## src/design/reflex_pkg.sv

```systemverilog
package reflex_pkg;

    //////////////////////////////////////////////////
    // datapath sizes
    //////////////////////////////////////////////////
    localparam int WAVE_AW    = 8;
    localparam int WAVE_DW    = 16;
    localparam int WAVE_DEPTH = 1 << WAVE_AW;
    localparam int PARAM_W    = 32;
    localparam int CNT_W      = 32;
    localparam int HOST_W     = 16;
    // membrane and drive keep the full product width
    localparam int MEM_W      = 2 * PARAM_W;

    // host control word bits
    localparam int CTRL_RESET_GLOBAL = 0;
    localparam int CTRL_SIM_RESET    = 1;

    // trigger-in bit indices
    localparam int TRIG_GAIN     = 3;
    localparam int TRIG_THRESH   = 4;
    localparam int TRIG_LEN_OFS  = 5;
    localparam int TRIG_HALF_CNT = 7;

    // power-up parameter values
    localparam logic [HOST_W-1:0]  RST_HALF_CNT = 16'd3;
    localparam logic [PARAM_W-1:0] RST_GAIN     = 32'd256;
    localparam logic [PARAM_W-1:0] RST_THRESH   = 32'd65536;
    localparam logic [PARAM_W-1:0] RST_LEN_OFS  = 32'd40000;

    // drive = (len * gain) >> GAIN_SHIFT
    localparam int GAIN_SHIFT = 8;

    // activity led stretch, in ticks
    localparam int ACT_TICKS = 16;
    localparam int ACT_W     = 5;

    typedef enum logic [1:0] {ARB_IDLE, ARB_WRITE, ARB_READ} arb_state_t;

    typedef enum logic [1:0] {PLAY_WAIT, PLAY_REQ, PLAY_DATA} play_state_t;

endpackage

```

## src/design/wave_loader.sv

```systemverilog
`timescale 1ns/1ps

module wave_loader (
    input  logic                             ep50trig,
    input  logic                             reset_global,
    input  logic                             i_sim_reset,
    input  logic                             i_pipe_write,
    input  logic [reflex_pkg::WAVE_DW-1:0]   i_pipe_data,
    output logic                             o_wr_req,
    output logic [reflex_pkg::WAVE_AW-1:0]   o_wr_addr,
    output logic [reflex_pkg::WAVE_DW-1:0]   o_wr_data,
    output logic [reflex_pkg::WAVE_AW:0]     o_wave_len
);
    import reflex_pkg::*;

    // one bit wider than the address so that a full memory reads 256
    logic [WAVE_AW:0] wr_count;
    logic             full;

    assign full = (wr_count == (WAVE_AW+1)'(WAVE_DEPTH));

    // pipe words beyond the memory size are dropped
    assign o_wr_req   = i_pipe_write && !full;
    assign o_wr_addr  = wr_count[WAVE_AW-1:0];
    assign o_wr_data  = i_pipe_data;
    assign o_wave_len = wr_count;

    always_ff @(posedge ep50trig)
    begin
        if (reset_global || i_sim_reset)
            wr_count <= '0;
        else if (o_wr_req)
            wr_count <= wr_count + 1'b1;
    end

endmodule

```

## config.mk

```make
export PLATFORM = sky130hd
export DESIGN_NAME = wave_loader
export DESIGN_NICKNAME = d
export VERILOG_FILES = /design/src/design/reflex_pkg.sv /design/src/design/wave_loader.sv
export SDC_FILE = /design/constraint.sdc
export NUM_CORES = 1
export LEC_CHECK = 0
export ABC_AREA = 1
export BUFFER_PORTS_ARGS = -buffer_cell sky130_fd_sc_hd__buf_2
export CORE_UTILIZATION = 34
export DETAILED_ROUTE_END_ITERATION = 8
export MAX_ROUTING_LAYER = met4
export PLACE_DENSITY = 0.81
export SLEW_MARGIN = 20
export SYNTH_ARGS = -nofsm -noshare
export SYNTH_HDL_FRONTEND = slang
export SYNTH_SLANG_ARGS = --single-unit
```

## constraint.sdc

```tcl
create_clock -name ep50trig -period 1.3 [get_ports ep50trig]
set_clock_uncertainty 0.2 [all_clocks]
set_input_delay 0 -clock ep50trig [delete_from_list [all_inputs] [get_ports ep50trig]]
set_output_delay 0 -clock ep50trig [all_outputs]
set_load 0.05 [all_outputs]
```

Word-level counts from Yosys, hierarchy flattened
Cells that the tools add are included.
{"block": "word_totals", "ff_bits": 9, "in_bits": 20, "output_inout_bits": 34, "wordCells": 6}
{"block": "classes", "addsub": 1, "n_eq_ne": 1, "reduce_logical": 3}
{"op": "adder 9 x 1 -> 9 bit, second input constant", "n": 1}
{"op": "== test 9 bit, second input constant", "n": 1}
{"op": "logical AND 1 bit", "n": 1}
{"op": "logical NOT 1 bit", "n": 1}
{"op": "logical OR 1 bit", "n": 1}

Depth between registers and ports, before layout
Gate-level depths: netlist of run 1.
{"block": "depth", "depth_word": 3, "ltp_mapped": 8, "depth_no_buf": 8}

Least setup slack after synthesis of run 1
No wires, ideal clock.
{"block": "synth_path", "path_kind": "flip-flop to output port", "startpoint": "register wr_count[0], in the netlist o_wave_len[0]", "endpoint": "output o_wr_req", "arrival_time_ps": 2226, "required_ps": 1100, "slack_ps": -1126, "stages_incl_launch_ff": 6, "cell_sequence": "dfxtp_1 > inv_1 > ha_1 > nand2_1 > nor2_2 > a21boi_0"}
{"block": "synth_via", "elab_chain_cells": 3}
{"item": "start, declared", "line": "wave_loader.sv:17", "rtl": "logic [WAVE_AW:0] wr_count;"}
{"item": "start signal, assigned", "line": "wave_loader.sv:33", "rtl": "wr_count <= wr_count + 1'b1;"}
{"item": "== test 9 bit", "line": "wave_loader.sv:20", "rtl": "assign full = (wr_count == (WAVE_AW+1)'(WAVE_DEPTH));"}
{"item": "logical NOT 1 bit", "line": "wave_loader.sv:23", "rtl": "assign o_wr_req = i_pipe_write && !full;"}
{"item": "logical AND 1 bit", "line": "wave_loader.sv:23"}
{"item": "end, declared", "line": "wave_loader.sv:9", "rtl": "output logic o_wr_req,"}
No other way between the ends.

Worst setup path in the final report of run 1
{"block": "layout_path", "startpoint": "register wr_count[1], in the netlist o_wave_len[1]", "endpoint": "output o_wr_req"}
Same word-level chain as after synthesis.

==> results of run 1 <==
how the worst max path moves through the flow:
stage	start	to	slack, ns	depth (start not counted)
final	o_wave_len[1]$_SDFFE_PP0P_	o_wr_req	-0.10	6
after global routing	o_wave_len[1]$_SDFFE_PP0P_	o_wr_req	-0.15	6
after CTS	o_wave_len[0]$_SDFFE_PP0P_	o_wr_req	-0.09	6
after detailed placement	o_wave_len[1]$_SDFFE_PP0P_	o_wave_len[1]$_SDFFE_PP0P_	-0.08	8
after global placement	o_wave_len[0]$_SDFFE_PP0P_	o_wave_len[2]$_SDFFE_PP0P_	-0.04	7
after floorplan	o_wave_len[0]$_SDFFE_PP0P_	o_wave_len[0]$_SDFFE_PP0P_	-0.09	7
through the flow:
step                instances  hold WS (ns)  TNS, ns  area [um^2]  worst slack (ns)
floorplan                  98       -0.0597   -0.392          743           -0.0908
global placement          125        -0.200   -0.104          737           -0.0380
detailed placement        125        -0.200   -0.206          737           -0.0825
CTS                       150         0.276   -0.174         1020           -0.0919
global route              151         0.299   -0.784         1110            -0.148
finish                    151         0.278   -0.279         1110            -0.100
synthesized netlist by cell type (all sizes together):
master  instances  area share
buf            24        0.26
nand2          18        0.10
inv            12       0.066
nor2           12        0.11
a21oi           9       0.066
dfxtp           9        0.26
nand3           7       0.051
ha              2       0.036
nor3            2       0.015
o21ai           2       0.015
a21boi          1       0.011
power by group through the flow:
stage          Sequential [uW]  Combinational [uW]  Clock (uW)
6_report                   268                 264         219
5_1_grt                    269                 276         239
4_1_cts                    268                 244         224
3_5_place_dp               275                83.1           0
3_3_place_gp               275                81.8           0
2_1_floorplan              287                 182           0
layout make-up:
class | count | area [um^2] | area share
Clock buffer | 4 | 26.3 | 0.0237
Inverter | 12 | 47.5 | 0.0428
Multi-Input combinational cell | 53 | 399 | 0.360
Sequential cell | 9 | 209 | 0.188
Tap cell | 25 | 31.3 | 0.0282
Timing Repair Buffer | 48 | 397 | 0.357
kinds of logic after synthesis:
| kind of cell | after synthesis |
|---|---|
| adder cells (fa/ha/maj) | 2 |
| AND/OR/NAND/NOR | 39 |
| flip-flops | 9 |
| buffers and inverters | 36 |
| AO/OA/AOI/OAI | 12 |
critical path, stage by stage (launching register included):
cell	delay (ns)
dfxtp_4	0.35
inv_2	0.04
ha_4	0.16
nand2_4	0.06
nor2_4	0.05
a21boi_4	0.12
buf_6	0.17
routing by layer:
| layer | global-route usage | part of all wire | vias to the layer above |
|---|---|---|---|
| li1 | - | - | 341 |
| met1 | 0.184 | 0.40 | 307 |
| met2 | 0.267 | 0.53 | 30 |
| met3 | 0.0115 | 0.050 | 4 |
| met4 | 0.0686 | 0.019 | 0 |
| met5 | - | 0 | - |
what timing repair did:
| item | in CTS | in global routing |
|---|---|---|
| endpoints found under the hold margin | 25 | 0 |
| setup endpoints to repair | 4 | 14 |
| hold buffers | 19 | 0 |
| gates resized for setup | 12 | 23 |
| buffers inserted | 2 | 1 |
| gates cloned | 0 | 0 |
| pin swaps | 3 | 8 |
==> flow_summary.toml, run 1 <==
[route]
wire_per_inst_um = 11.0
vias = 682
vias_per_cell = 4.52
drtIter0Drc = 7
drc = 0
drtPass1Iterations = 4
ant_nets = 0
routed_wl_um = 1650

[layout]
final_common_cell = "dlygate4sd3_1"
nFillCells = 158
diodes = 0
largest_reg_flops = 9
nNetsFinal = 149
final_cell_mix = "dlygate4sd3_1 (19), buf_2 (15), nand2_1 (12), inv_1 (9)"
final_util = 0.616
area_delta_synth_final_pct = 61.6
drive_gt1_frac = 0.532

[pwr]
switching_share = 0.370
finalPower_uw = 751
leakagePower_uw = 0.000504
peakVddDrop_mv = 0.500
combPwrFrac = 0.351
p_clk_frac = 0.291
power.switching_uw = 278
power.density_mw_per_mm2 = 677
seqPwrFrac = 0.357
p_int_uw = 473

[clock_network]
cts.sinks = 9
clk_latency_ns = 0.26
cts_tree = "done"
clock_path_buffers = 2
cts_buffers = 3
root_buffer = "clkbuf_4"
clkTransAtPathRegs_ns = 0.07
cts.htree.levels = 1

[die]
die_y_um = 46.9
rows = 15
pin_count = 54
core_mm2 = 0.00180
die_area_mm2 = 0.00220
floorplan.initialDensity = 0.381
die_w_um = 46.9

[timing]
fin_crit_sh = 1.08
fin_ws_ns = -0.100
rsz0062_at_grt = "true"
fin_crit_ns = 1.40
fmax_ghz = 0.714
finalSetupViolations = 6
worst_slew_pin_slew_ns = 0.503
max_slew_margin = 0.663
hold_viol_final = 0
finalMaxSlewViolations = 0

[logic_synthesis]
synthMuxAreaShare = 0
synth_top_family_by_area = "buffers and inverters"
yosys.area_share.simple = 0.282
synthAdderAreaFrac = 0.0364
ys_seq_area_frac = 0.262
synth_seq_cells = 9
syn-num-nets = 120
synth_xor_area_frac = 0
synth_compound_area_frac = 0.0911
synth_warnings = 0
ys_types = 16
syn-instance-count = 98
syn_area_um2 = 687
syn_area_per_cell_um2 = 7.01

[global_routing]
grt_pass1_vias = 559
grt_pass1_wl_um = 2320
antenna_found_initial = 0
grt_usage = 0.155
grt_max_degree = 10
overflow = 0

[place]
io_buffer_count = 21
gp_congestion = 0.791
dp.final_hpwl_um = 981

[critical_path]
start_kind = "register"
worstReg2RegStart = "o_wave_len[0]$_SDFFE_PP0P_"
cp-end-kind = "primary output"
ff2ff_path_depth = 7
arrival_ns = 1.20
criticalPathCategory = "reg2out"
r2r_slack_ns = -0.06
cp_data_required_time_ns = 1.10
rr_endpoint = "o_wave_len[8]$_SDFFE_PP0P_"
crit_fanout = 2

[worst_hold_path]
hold_class = "reg2reg"
holdPathStages = 1
whs_endpoint = "o_wave_len[4]$_SDFFE_PP0P_"
min_from = "o_wave_len[4]$_SDFFE_PP0P_"

[job]
maxCapViolations = 0

[status]
violations = "setup timing"
outcome = "finished with violations"
No activity file was read; power rests on OpenSTA's default activity.
==> run 2, diff against run 1 <==
--- a/config.mk
+++ b/config.mk
@@ -5,12 +5,12 @@
 export SDC_FILE = /design/constraint.sdc
 export NUM_CORES = 1
 export LEC_CHECK = 0
-export ABC_AREA = 1
 export BUFFER_PORTS_ARGS = -buffer_cell sky130_fd_sc_hd__buf_2
-export CORE_UTILIZATION = 34
+export CORE_UTILIZATION = 35
+export CTS_BUF_LIST = sky130_fd_sc_hd__clkbuf_8
 export DETAILED_ROUTE_END_ITERATION = 8
 export MAX_ROUTING_LAYER = met4
-export PLACE_DENSITY = 0.81
+export PLACE_DENSITY = 0.85
 export SLEW_MARGIN = 20
 export SYNTH_ARGS = -nofsm -noshare
 export SYNTH_HDL_FRONTEND = slang
==> flow_summary.toml, run 2 <==
[status]
outcome = "finished with violations"
violations = "setup timing"

[route]
vias = 654
ant_nets = 0
routed_wl_um = 1590
dr_wl_met2_um = 820
wire_per_inst_um = 11.6
drtPass1Iterations = 4
drc = 0
vias_per_cell = 4.77
wl_met3_um = 128
routed.top_layer = "met3"
drtIter0Drc = 5
met1_length_um = 637

[timing]
fin_ws_ns = -0.185
rsz0062_at_grt = "true"
finalSetupViolations = 8
worst_slew_pin_slew_ns = 0.501
fin_crit_ns = 1.48
hold_viol_final = 0
max_slew_margin = 0.665
fin_crit_sh = 1.14
finalMaxSlewViolations = 0
fin_tns_setup_ns = -1.17
fmax_ghz = 0.674

[worst_hold_path]
hold_class = "in2reg"

[logic_synthesis]
syn_area_per_cell_um2 = 8.31
synthTopCellsByArea = "dfxtp_1 (29%), buf_4 (29%), nand2_1 (4.2%)"
synth-edff-count = 0
synth_warnings = 0
synthTopCellsByCount = "buf_4 (24), dfxtp_1 (9), nand2_1 (7)"
synthMostInstantiatedCell = "buf_4"
ys_types = 24
synthFlopType = "dfxtp_1"
yosysTopAreaCellShare = 0.285
syn_area_um2 = 632
synth_seq_cells = 9
syn-instance-count = 76
syn-num-nets = 98
ys_seq_area_frac = 0.285
ys_async_sr_fraction = 0
synth_area_leader_cell = "dfxtp_1"

[layout]
nFillCells = 131
nNetsFinal = 136
final_common_cell = "buf_2"
area_delta_synth_final_pct = 68.3
final_cell_mix = "buf_2 (20), dlygate4sd3_1 (19), buf_4 (16), dfxtp_4 (7), nand2_1 (6)"
design_area_mm2 = 0.00106
largest_reg_flops = 9
drive_gt1_frac = 0.566
final_util = 0.667
diodes = 0

[place]
dp.final_hpwl_um = 987
dp_slack_ns = -0.160
dpl_cell_area_um2 = 744
io_buffer_count = 21
gp_congestion = 0.791

[clock_network]
clk_latency_ns = 0.23
cts.sinks = 9
cts_buffers = 3
cts_tree = "done"
clkTransAtPathRegs_ns = 0.04
clock_path_buffers = 2
cts.htree.levels = 1
root_buffer = "clkbuf_8"

[global_routing]
grt_pass1_vias = 558
grt_usage = 0.165
antenna_found_initial = 0
overflow = 0
grt_max_degree = 7
grt_pass1_wl_um = 2350

[die]
core_mm2 = 0.00159
die_w_um = 44.5
pin_count = 54
die_y_um = 44.5
rows = 14
floorplan.initialDensity = 0.396
die_area_mm2 = 0.00198

[pwr]
combPwrFrac = 0.277
p_clk_frac = 0.392
peakVddDrop_mv = 0.683
switching_share = 0.326
power.switching_uw = 265
leakagePower_uw = 0.000500
seqPwrFrac = 0.331
p_int_uw = 547
power.density_mw_per_mm2 = 763

[job]
maxCapViolations = 0

[critical_path]
cp-end-kind = "primary output"
start_kind = "register"
crit_fanout = 3
criticalPathCategory = "reg2out"
cp_data_required_time_ns = 1.10
arrival_ns = 1.28
==> run 2: cell types whose count changed after synthesis, sizes merged, moves of 3 or more <==
cell,change
nand4,+3
nand2,-11
nand3,-5
inv,-9
a21oi,-5
nor2,-9
==> run 2: through the flow <==
step                      hold slack, ns  std cells  power, uW
after floorplan                  -0.0329         76        454
after global routing               0.125        137        846
after CTS                          0.108        137        821
final                              0.112        137        812
after global placement            -0.200        109        339
after detailed placement          -0.200        109        340
==> run 2: worst max-delay path, stage by stage (launching register included) <==
cell      delay [ns]
dfxtp_4         0.35
inv_4           0.06
ha_4            0.12
nor4b_4         0.26
a21boi_4        0.10
buf_6           0.17
==> run 2: worst paths after layout <==
kind,end,startpoint,slack [ns],cells past startpoint
min,o_wave_len[1]$_SDFFE_PP0P_,i_pipe_write,0.11,4
max reg2reg,o_wave_len[0]$_SDFFE_PP0P_,o_wave_len[0]$_SDFFE_PP0P_,-0.16,6
max,o_wr_req,o_wave_len[0]$_SDFFE_PP0P_,-0.18,5
min reg2reg,o_wave_len[7]$_SDFFE_PP0P_,o_wave_len[7]$_SDFFE_PP0P_,0.33,2
==> run 2: area by class of cell <==
cell class,count,area (um^2),area share
inverter,3,13.8,0.0129
sequential,9,209,0.196
tap,24,30.0,0.0282
timing repair buffer,58,445,0.419
clock buffer,3,41.3,0.0388
clock inverter,1,3.75,0.00353
multi-input combinational,39,320,0.301
==> run 2: cell families (layout without fill, tap and decap cells) <==
logic type / Yosys count / in the layout / synth area share
AND/OR/NAND/NOR: 22 / 22 / 0.194
flip-flops: 9 / 9 / 0.285
multiplexers: 2 / 2 / 0.0317
buffers and inverters: 28 / 65 / 0.309
XOR/XNOR: 2 / 2 / 0.0277
AO/OA/AOI/OAI: 11 / 11 / 0.113
adder cells (fa/ha/maj): 2 / 2 / 0.0396
==> run 2: power by group through the flow <==
stage	clock network (uW)	logic [uW]	registers (uW)
floorplan	0	172	282
global placement	0	64.9	274
detailed placement	0	65.3	274
CTS	329	223	269
global route	345	233	269
finish	318	225	269
==> run 2: routing by layer <==
metal,vias to the layer above,GRT usage
met2,45,0.294
met3,0,0.0612
met1,297,0.186
li1,312,-
met4,0,0
met5,-,-
==> run 2: what timing repair did <==
action / CTS / global route
gates resized for setup: 7 / 4
setup endpoints to repair: 8 / 8
endpoints found under the hold margin: 25 / 0
pin swaps: 4 / 0
hold buffers: 20 / 0
buffers inserted: 4 / 0
