--- config.mk ---
export PLATFORM = sky130hd
export DESIGN_NAME = wave_player
export DESIGN_NICKNAME = d
export VERILOG_FILES = /design/src/design/reflex_pkg.sv /design/src/design/wave_player.sv
export SDC_FILE = /design/constraint.sdc
export NUM_CORES = 1
export LEC_CHECK = 0
export ABC_AREA = 1
export ABC_CLOCK_PERIOD_IN_PS = 4300
export BUFFER_PORTS_ARGS = -buffer_cell sky130_fd_sc_hd__buf_2
export CELL_PAD_IN_SITES_DETAIL_PLACEMENT = 1
export CELL_PAD_IN_SITES_GLOBAL_PLACEMENT = 1
export CORE_MARGIN = 1.5
export CORE_UTILIZATION = 37
export DETAILED_ROUTE_END_ITERATION = 10
export GPL_ROUTABILITY_DRIVEN = 1
export GPL_TIMING_DRIVEN = 0
export PLACE_DENSITY_LB_ADDON = 0.3
export SLEW_MARGIN = 20
export SYNTH_ARGS = -nofsm -noshare
export SYNTH_HDL_FRONTEND = slang
export SYNTH_SLANG_ARGS = --single-unit
--- constraint.sdc ---
create_clock -name ep50trig -period 4.3 [get_ports ep50trig]
set_input_delay 0 -clock ep50trig [delete_from_list [all_inputs] [get_ports ep50trig]]
set_output_delay 0 -clock ep50trig [all_outputs]
set_load 0.01 [all_outputs]
--- src/design/reflex_pkg.sv ---
package reflex_pkg;

    //////////////////////////////////////////////////
    // datapath sizes
    //////////////////////////////////////////////////
    localparam int WAVE_AW    = 8;
    localparam int WAVE_DW    = 16;
    localparam int WAVE_DEPTH = 1 << WAVE_AW;
    localparam int PARAM_W    = 32;
    localparam int CNT_W      = 32;
    localparam int HOST_W     = 16;
    // membrane and drive keep the full product width
    localparam int MEM_W      = 2 * PARAM_W;

    // host control word bits
    localparam int CTRL_RESET_GLOBAL = 0;
    localparam int CTRL_SIM_RESET    = 1;

    // trigger-in bit indices
    localparam int TRIG_GAIN     = 3;
    localparam int TRIG_THRESH   = 4;
    localparam int TRIG_LEN_OFS  = 5;
    localparam int TRIG_HALF_CNT = 7;

    // power-up parameter values
    localparam logic [HOST_W-1:0]  RST_HALF_CNT = 16'd3;
    localparam logic [PARAM_W-1:0] RST_GAIN     = 32'd256;
    localparam logic [PARAM_W-1:0] RST_THRESH   = 32'd65536;
    localparam logic [PARAM_W-1:0] RST_LEN_OFS  = 32'd40000;

    // drive = (len * gain) >> GAIN_SHIFT
    localparam int GAIN_SHIFT = 8;

    // activity led stretch, in ticks
    localparam int ACT_TICKS = 16;
    localparam int ACT_W     = 5;

    typedef enum logic [1:0] {ARB_IDLE, ARB_WRITE, ARB_READ} arb_state_t;

    typedef enum logic [1:0] {PLAY_WAIT, PLAY_REQ, PLAY_DATA} play_state_t;

endpackage

--- src/design/wave_player.sv ---
`timescale 1ns/1ps

module wave_player (
    input  logic                           ep50trig,
    input  logic                           reset_global,
    input  logic                           i_sim_reset,
    input  logic                           i_tick,
    input  logic [reflex_pkg::WAVE_AW:0]   i_wave_len,
    output logic                           o_rd_req,
    output logic [reflex_pkg::WAVE_AW-1:0] o_rd_addr,
    input  logic                           i_rd_grant,
    input  logic                           i_rd_valid,
    input  logic [reflex_pkg::WAVE_DW-1:0] i_rd_data,
    output logic [reflex_pkg::WAVE_DW-1:0] o_pos,
    output logic                           o_pos_new
);
    import reflex_pkg::*;

    play_state_t      play_state;
    logic [WAVE_AW:0] addr_inc;

    // next word index, wraps to 0 at the loaded length
    assign addr_inc = {1'b0, o_rd_addr} + 1'b1;
    assign o_rd_req = (play_state == PLAY_REQ);

    // ticks seen outside PLAY_WAIT are dropped
    always_ff @(posedge ep50trig)
    begin
        if (reset_global || i_sim_reset)
        begin
            play_state <= PLAY_WAIT;
            o_rd_addr  <= '0;
            o_pos_new  <= 1'b0;
        end
        else
        begin
            o_pos_new <= 1'b0;
            case (play_state)
                PLAY_WAIT:
                    if (i_tick && (i_wave_len != '0))
                        play_state <= PLAY_REQ;
                PLAY_REQ:
                    if (i_rd_grant)
                        play_state <= PLAY_DATA;
                PLAY_DATA:
                    if (i_rd_valid)
                    begin
                        o_pos_new  <= 1'b1;
                        play_state <= PLAY_WAIT;
                        if (addr_inc >= i_wave_len)
                            o_rd_addr <= '0;
                        else
                            o_rd_addr <= addr_inc[WAVE_AW-1:0];
                    end
                default:
                    play_state <= PLAY_WAIT;
            endcase
        end
    end

    // joint position register
    always_ff @(posedge ep50trig)
    begin
        if (i_rd_valid && (play_state == PLAY_DATA))
            o_pos <= i_rd_data;
    end

endmodule

== Word level (Yosys, flattened, before mapping) ==
Cells that the tools add are included.

* Register bits after elaboration: 27
* Output and inout port bits: 26
* Word-level logic and storage cells: 26

* Equality and inequality tests: 5
* Add/sub/neg operators: 1
* Reductions and logical operators: 8
* Mux-type cells: 6
* Bitwise logic cells: 1
* Magnitude comparators: 1

{| class="wikitable"
|+ Operators with widths
! cell !! count
|-
| 8-bit by 1-bit adder with 9-bit output, second input constant || 1
|-
| 9-bit >= comparator || 1
|-
| 9-bit nonzero test || 1
|-
| 8-bit 2-to-1 mux || 1
|-
| 2-bit 2-to-1 mux || 3
|-
| 2-bit case mux with 3 select lines || 1
|-
| 2-bit != test, second input constant || 2
|-
| 3-bit AND reduction || 1
|-
| 2-bit by 1-bit equality test with 1-bit output, second input constant || 1
|-
| 2-bit equality test, second input constant || 1
|-
| 1-bit logical AND || 2
|-
| 2-bit logical NOT || 1
|-
| 2-bit by 1-bit != test with 1-bit output, second input constant || 1
|-
| 2-bit AND reduction || 1
|-
| 2-bit OR reduction || 1
|-
| 1-bit logical OR || 1
|-
| 1-bit 2-to-1 mux || 1
|-
| 1-bit inverter || 1
|}

== Depth between registers and ports, before layout ==
Gate-level depths: netlist (run 1).

* Depth after elaboration: 4
* Depth in mapped cells: 14
* Depth with buffers taken out: 14

== Worst setup path after synthesis (run 1) ==
Ideal clock, no wire load.

* Kind: register to register
* Start point: register o_rd_addr[0] (netlist name)
* End point: register o_rd_addr[5] (netlist name)
* Setup time: 0.119 ns
* Buffers on the path: 0
* Stages on the path, launching flop included: 13
* Data arrival time: 1.799 ns
* Path slack: 2.382 ns
* Cell sequence: dfxtp_1 ha_1 nand3_1 xor2_1 inv_1 ha_1 nand2_1 nor2_1 nand2_1 nor2_1 nor2_4 nand3_1 a21oi_1

* Longest elaborated chain between the ends: 3

{| class="wikitable"
|+ Ends and longest elaborated chain
! element !! RTL line !! RTL
|-
| start: declaration || wave_player.sv:10 || <nowiki>output logic [reflex_pkg::WAVE_AW-1:0] o_rd_addr,</nowiki>
|-
| start signal: assignment || wave_player.sv:53 || <nowiki>o_rd_addr <= addr_inc[WAVE_AW-1:0];</nowiki>
|-
| 8-bit by 1-bit adder with 9-bit output (*) || wave_player.sv:23 || <nowiki>assign addr_inc = {1'b0, o_rd_addr} + 1'b1;</nowiki>
|-
| 9-bit >= comparator || wave_player.sv:50 || <nowiki>if (addr_inc >= i_wave_len)</nowiki>
|-
| 8-bit 2-to-1 mux (*) || wave_player.sv:50 ||
|}

Mark *: on every way between the ends. The rest lies on a longest branch, timed or not.
A chain may end at the register's enable or synchronous reset.

== Worst setup path in the final report (run 1) ==
* Start point: register o_rd_addr[0] (netlist name)
* End point: register o_rd_addr[2] (netlist name)

Same word-level chain as after synthesis.

==> results.md, run 1 <==
- Net count after synthesis: 189
- Commonest non-fill, non-tap cells in the layout: buf_2, nand2_1, inv_1
- Pre-antenna DRT Iters: 4
- F_max: 441 MHz
- Synth unique cells: 23
- Hold Fails Final Rpt: 0
- Outcome: completed
- CTS tree: done
- Final period util: 52.7%
- Post-DR vias/cell: 4.85
- Drc violations: 0
- Die ar.: 0.00406 mm^2
- Die Y: 63.7 um
- Root Buffer: clkbuf_8
- Final setup fails: 0
- Final nets: 268
- Setup TNS: 0 ns
- First-pass GRT wire length: 6500 um
- Overall Power: 0.473 mW
- GRT Util Overall: 21.5%
- Initial antenna violation count: 0
- Row count: 21
- Skew-Pair Late Insertion Delay: 0.29 ns
- P_leak: 0.922 nW
- Final ANT Viol Nets: 0
- Relative slew margins: 59.7%
- Post-CTS Setup Inserts: 0
- Routed len/inst: 15.2 um
- Hold Crit Class: input pin to flip-flop
- ANT cells: 0
- Area Growth Syn to Fin: 41.5%
- Detail Placement HPWL: 2800 um
- #FFs+latches synth: 27
- Worst setup EP type: flip-flop
- Post-Syn Area per Cell: 9.22 um^2
- IO Pins: 57
- Final std cells w/o fill: 272
- Fraction of layout cells with a size suffix above 1: 33.2%
- Vias in the first global route: 1,325
- Yosys warns: 0
- Crit path DAT: 2.48 ns
- CTS sink cnt: 27
- Synth Cell Area: 0.00137 mm^2
- Initial DRC count: 47
- Pin count of the biggest net entering global routing: 17
- Peak VDD IR: 0.000144 V
- Slew at the pin closest to its max-slew limit: 0.604 ns
- Min Hold Slack: 0.00209 ns
- Number of cells upsized or downsized after cts: 0
- Critical path peak fanout: 8
- Fill cells: 422
- Drt total wl: 4130 um
- Clock transition at the registers of the reported paths: 0.09 ns
- Post-Route Skew: 0.0106 ns
- Core area: 0.00344 mm^2
- Crit path time final: 2.27 ns
- Top cells by area, synth: edfxtp_1, dfxtp_1, ha_1, nand2_1, inv_1
- Area share of the largest cell type after synthesis: 35.2%
- WS Path Type: flip-flop to flip-flop
- RSZ-0062 raised after global routing: false
- Number of hold buffers added after CTS: 18
- Register area: 701 um^2
- CTS buffer count: 3
- Sequential fraction of the synthesis area: 51.3%
- Critical Path RT: 4.51 ns
- Synth area leader: edfxtp_1
- Startpoint Class: flip-flop
- RePlAce Congestion: 0.785
- P per Cell Area: 245 mW/mm^2
- CTS Buffer Depth: 2
- Commonest non-fill, non-tap cell in the layout: buf_2
- Die width: 63.7 um
- Placed Cells: 250
- Initial Util: 39.7%
- Cell count after synthesis: 148
- Max cap viols: 0
- Area of the multi-input gates: 551 um^2
- H-tree levels: 1
- IO buf count: 56
- Fin. max-slew vios: 0
- Vias post-DR: 1,319
- GRT overflow: 0
-- power breakdown --
group,switching (mW),leakage [nW],total [mW],internal [mW]
combinational,0.0198,0.668,0.0456,0.0258
sequential,0.000703,0.233,0.275,0.275
clock,0.0863,0.0217,0.152,0.0661
total,0.107,0.922,0.473,0.366
-- metrics by stage --
step | util (%) | worst slack, ns | area, um^2
6_report | 56.1 | 2.03 | 1930
5_1_grt | 56.1 | 1.86 | 1930
4_1_cts | 56.1 | 2.10 | 1930
3_5_place_dp | 49.5 | 2.14 | 1700
3_3_place_gp | 49.5 | 2.22 | 1700
2_1_floorplan | - | 2.38 | 1370
-- worst max-delay path, stage by stage (launching register included) --
cell and delay (ns):
dfxtp_1 0.46, ha_1 0.30, nand3_1 0.12, xor2_1 0.15, inv_1 0.09, ha_1 0.29
nand2_1 0.11, nor2_1 0.06, nand2_1 0.05, nor2_1 0.06, nor2_4 0.20, nand3_1 0.14
a21oi_1 0.16
-- cells by family (layout without fill, tap and decap cells) --
group                      after synthesis  after routing  share of synthesized area [%]
buffers and inverters                   30            108                           8.34
AOI/OAI and AO/OA                       16             16                           7.33
and+or+nand+nor                         62             62                           21.9
xor gates and xnor gates                 3              3                           1.93
adders and majority gates               10             10                           9.17
DFF                                     27             27                           51.3
-- sequential cells by signal (all words and copies together), names as in the netlist --
signal      cells
o_pos          16
o_pos_new       1
o_rd_addr       8
play_state      2
-- area by class of cell --
cell class | instances | area share [%]
Buffer | 1 | 0.259
Clock buffer | 3 | 2.14
Clock inverter | 1 | 0.389
Inverter | 29 | 5.63
Multi-Input combinational cell | 91 | 28.5
Sequential cell | 27 | 36.3
Tap cell | 46 | 2.98
Timing Repair Buffer | 74 | 23.8
-- final timing paths --
kind	start	endpoint	slack, ns	depth (start not counted)
max	o_rd_addr[0]$_SDFFE_PP0P_	o_rd_addr[2]$_SDFFE_PP0P_	2.03	12
min reg2reg	play_state[0]$_SDFFE_PP0P_	play_state[0]$_SDFFE_PP0P_	0.50	2
max reg2reg	o_rd_addr[0]$_SDFFE_PP0P_	o_rd_addr[2]$_SDFFE_PP0P_	2.03	12
min	reset_global	play_state[0]$_SDFFE_PP0P_	0.002	4
-- metal layers --
metal	wire length (um)	vias to the layer above	GRT usage (%)	share of wire, %
li1	-	646	-	-
met3	171	7	3.17	4.1
met4	85	0	8.97	2.1
met1	1660	630	24.1	40
met5	0	-	0	0
met2	2210	36	40.4	54
-- cells in the mapped netlist --
library cell / n
nand2_1: 31
inv_1: 22
edfxtp_1: 16
a21oi_1: 11
dfxtp_1: 11
ha_1: 10
nand3_1: 10
nor2_1: 7
nand4_1: 6
inv_2: 5
clkinv_1: 2
nand2_2: 2
nand3_2: 2
nor2_4: 2
o21ai_0: 2
xor2_1: 2
a21o_1: 1
a21oi_2: 1
buf_2: 1
nand3b_1: 1
nor2_2: 1
o21bai_4: 1
xnor2_1: 1
Power figures use the tool's default switching activity.
==> inputs of run 2 (changes only) <==
Settings changed: ABC_CLOCK_PERIOD_IN_PS 4300 to 2000, CORE_UTILIZATION 37 to 31.
Clock period 4.3 ns to 2 ns, I/O delays scaled along.
==> results.md, run 2 (synthesis gave the netlist of run 1 again) <==
- Pin count of the biggest net entering global routing: 17
- P_leak: 0.987 nW
- Root Buffer: clkbuf_8
- Largest register by flop count: o_pos
- ANT cells: 0
- Hold Crit Class: input pin to flip-flop
- R2R Setup Slk: -0.02 ns
- Placed Cells: 254
- Pre-CTS WS: -0.153 ns
- Violated checks: setup timing
- Critical Path RT: 2.18 ns
- Startpoint Class: flip-flop
- Hold Fails Final Rpt: 0
- RePlAce Congestion: 0.822
- Placed cell area: 0.00171 mm^2
- Vias post-DR: 1,374
- Number of flip-flops in the largest register: 16
- WS Path Type: flip-flop to flip-flop
- First-pass GRT wire length: 6780 um
- Max cap viols: 0
- Final ANT Viol Nets: 0
- Overall Power: 1.02 mW
- Fin. max-slew vios: 0
- FF-to-FF path depth: 13
- Peak VDD IR: 0.000249 V
- Skew-Pair Late Insertion Delay: 0.28 ns
- GRT overflow: 0
- Commonest non-fill, non-tap cell in the layout: buf_2
- GRT Util Overall: 17.8%
- CTS tree: done
- Die width: 69.4 um
- Crit path DAT: 2.20 ns
- FF-to-FF End: o_rd_addr[1]$_SDFFE_PP0P_
- Final nets: 279
- Initial Util: 33.2%
- Slew at the pin closest to its max-slew limit: 0.596 ns
- Drt total wl: 4740 um
- Fraction of layout cells with a size suffix above 1: 46.8%
- Fin util: 52.9%
- P per Cell Area: 468 mW/mm^2
- Clock transition at the registers of the reported paths: 0.10 ns
- Initial antenna violation count: 0
- H-tree levels: 1
- CTS buffer count: 3
- RSZ-0062 raised after global routing: true
- Setup ws final: -0.0201 ns
- Core area: 0.00412 mm^2
- CTS Buffer Depth: 2
- Fill cells: 493
- IO buf count: 56
- Post-DR vias/cell: 4.79
- Final period util: 101%
- Worst setup EP type: flip-flop
- IO Pins: 57
- Drc violations: 0
- Outcome: finished, violations left
- Initial DRC count: 32
- Die Y: 69.4 um
- R2R Path Start: o_rd_addr[0]$_SDFFE_PP0P_
- Final setup fails: 4
- Crit path capture: o_rd_addr[1]$_SDFFE_PP0P_
- Commonest non-fill, non-tap cells in the layout: buf_2, nand2_1, inv_1
- Area Growth Syn to Fin: 59.6%
- Crit path from: o_rd_addr[0]$_SDFFE_PP0P_
- Routed len/inst: 16.5 um
- Die ar.: 0.00481 mm^2
- Row count: 23
- Critical path peak fanout: 5
- CTS sink cnt: 27
- Final std cells w/o fill: 287
- Detail Placement HPWL: 2910 um
- Post-Route Skew: 0.00630 ns
- Relative slew margins: 60.2%
- F_max: 495 MHz
- Vias in the first global route: 1,417
- Final instance area: 0.00218 mm^2
- Crit path time final: 2.02 ns
- Largest registers: o_pos x16, o_rd_addr x8, play_state x2
- Pre-antenna DRT Iters: 4
## run 2: worst min path at each step
stage          slack (ns)  cells past startpoint         start                          to
4_1_cts             0.001                      3    i_rd_grant  play_state[1]$_SDFFE_PP0P_
6_report             0.04                      3        i_tick  play_state[0]$_SDFFE_PP0P_
3_5_place_dp         0.18                      1  i_rd_data[3]          o_pos[3]$_DFFE_PP_
3_3_place_gp         0.18                      1  i_rd_data[4]          o_pos[4]$_DFFE_PP_
2_1_floorplan         0.1                      0  i_rd_data[0]          o_pos[0]$_DFFE_PP_
5_1_grt              0.04                      3        i_tick  play_state[0]$_SDFFE_PP0P_
## run 2: report_power, final
| part | switching [mW] | internal, mW | leakage, nW |
|---|---|---|---|
| Sequential | 0.00154 | 0.584 | 0.237 |
| Combinational | 0.0477 | 0.0616 | 0.724 |
| Clock | 0.186 | 0.140 | 0.0255 |
| Total | 0.235 | 0.785 | 0.987 |
## run 2: final cells by class
| type | count | area (um^2) | share of cell area, % |
|---|---|---|---|
| multi-input combinational | 91 | 671 | 30.8 |
| clock buffer | 3 | 41.3 | 1.90 |
| clock inverter | 1 | 5.00 | 0.230 |
| sequential | 27 | 721 | 33.1 |
| timing repair buffer | 85 | 564 | 25.9 |
| buffer | 1 | 5.00 | 0.230 |
| inverter | 29 | 109 | 5.00 |
| tap | 50 | 62.6 | 2.87 |
## run 2: stage by stage
stage / hold WS, ns / setup TNS [ns]
6_report: 0.0408 / -0.0419
3_5_place_dp: 0.179 / -0.978
5_1_grt: 0.0403 / -1.19
4_1_cts: 0.00124 / 0
2_1_floorplan: 0.0989 / 0
3_3_place_gp: 0.176 / -0.838
## run 2: critical path: stages, from the launching register on
cell and delay (ns):
dfxtp_4 0.38, ha_4 0.18, nand3_2 0.06, xor2_1 0.18
inv_1 0.12, ha_4 0.30, nand2_4 0.06, nor2_2 0.08
nand2_1 0.07, nor2_2 0.16, nor2_4 0.06, buf_12 0.13
nand3_4 0.08, a21oi_2 0.06
## run 2: timing repair
item	4_1_cts	5_1_grt
endpoints found under the hold margin	17	1
hold buffers	19	1
buffers inserted	2	7
pin swaps	1	19
endpoints found under the setup margin	8	8
gates resized for setup	6	30
## run 2: routing by layer
layer | up-vias | track usage [%] | part of all wire, %
li1 | 663 | - | -
met1 | 664 | 21.6 | 40
met2 | 40 | 30.9 | 55
met3 | 7 | 2.91 | 3.6
met4 | 0 | 8.06 | 1.4
met5 | - | 0 | 0
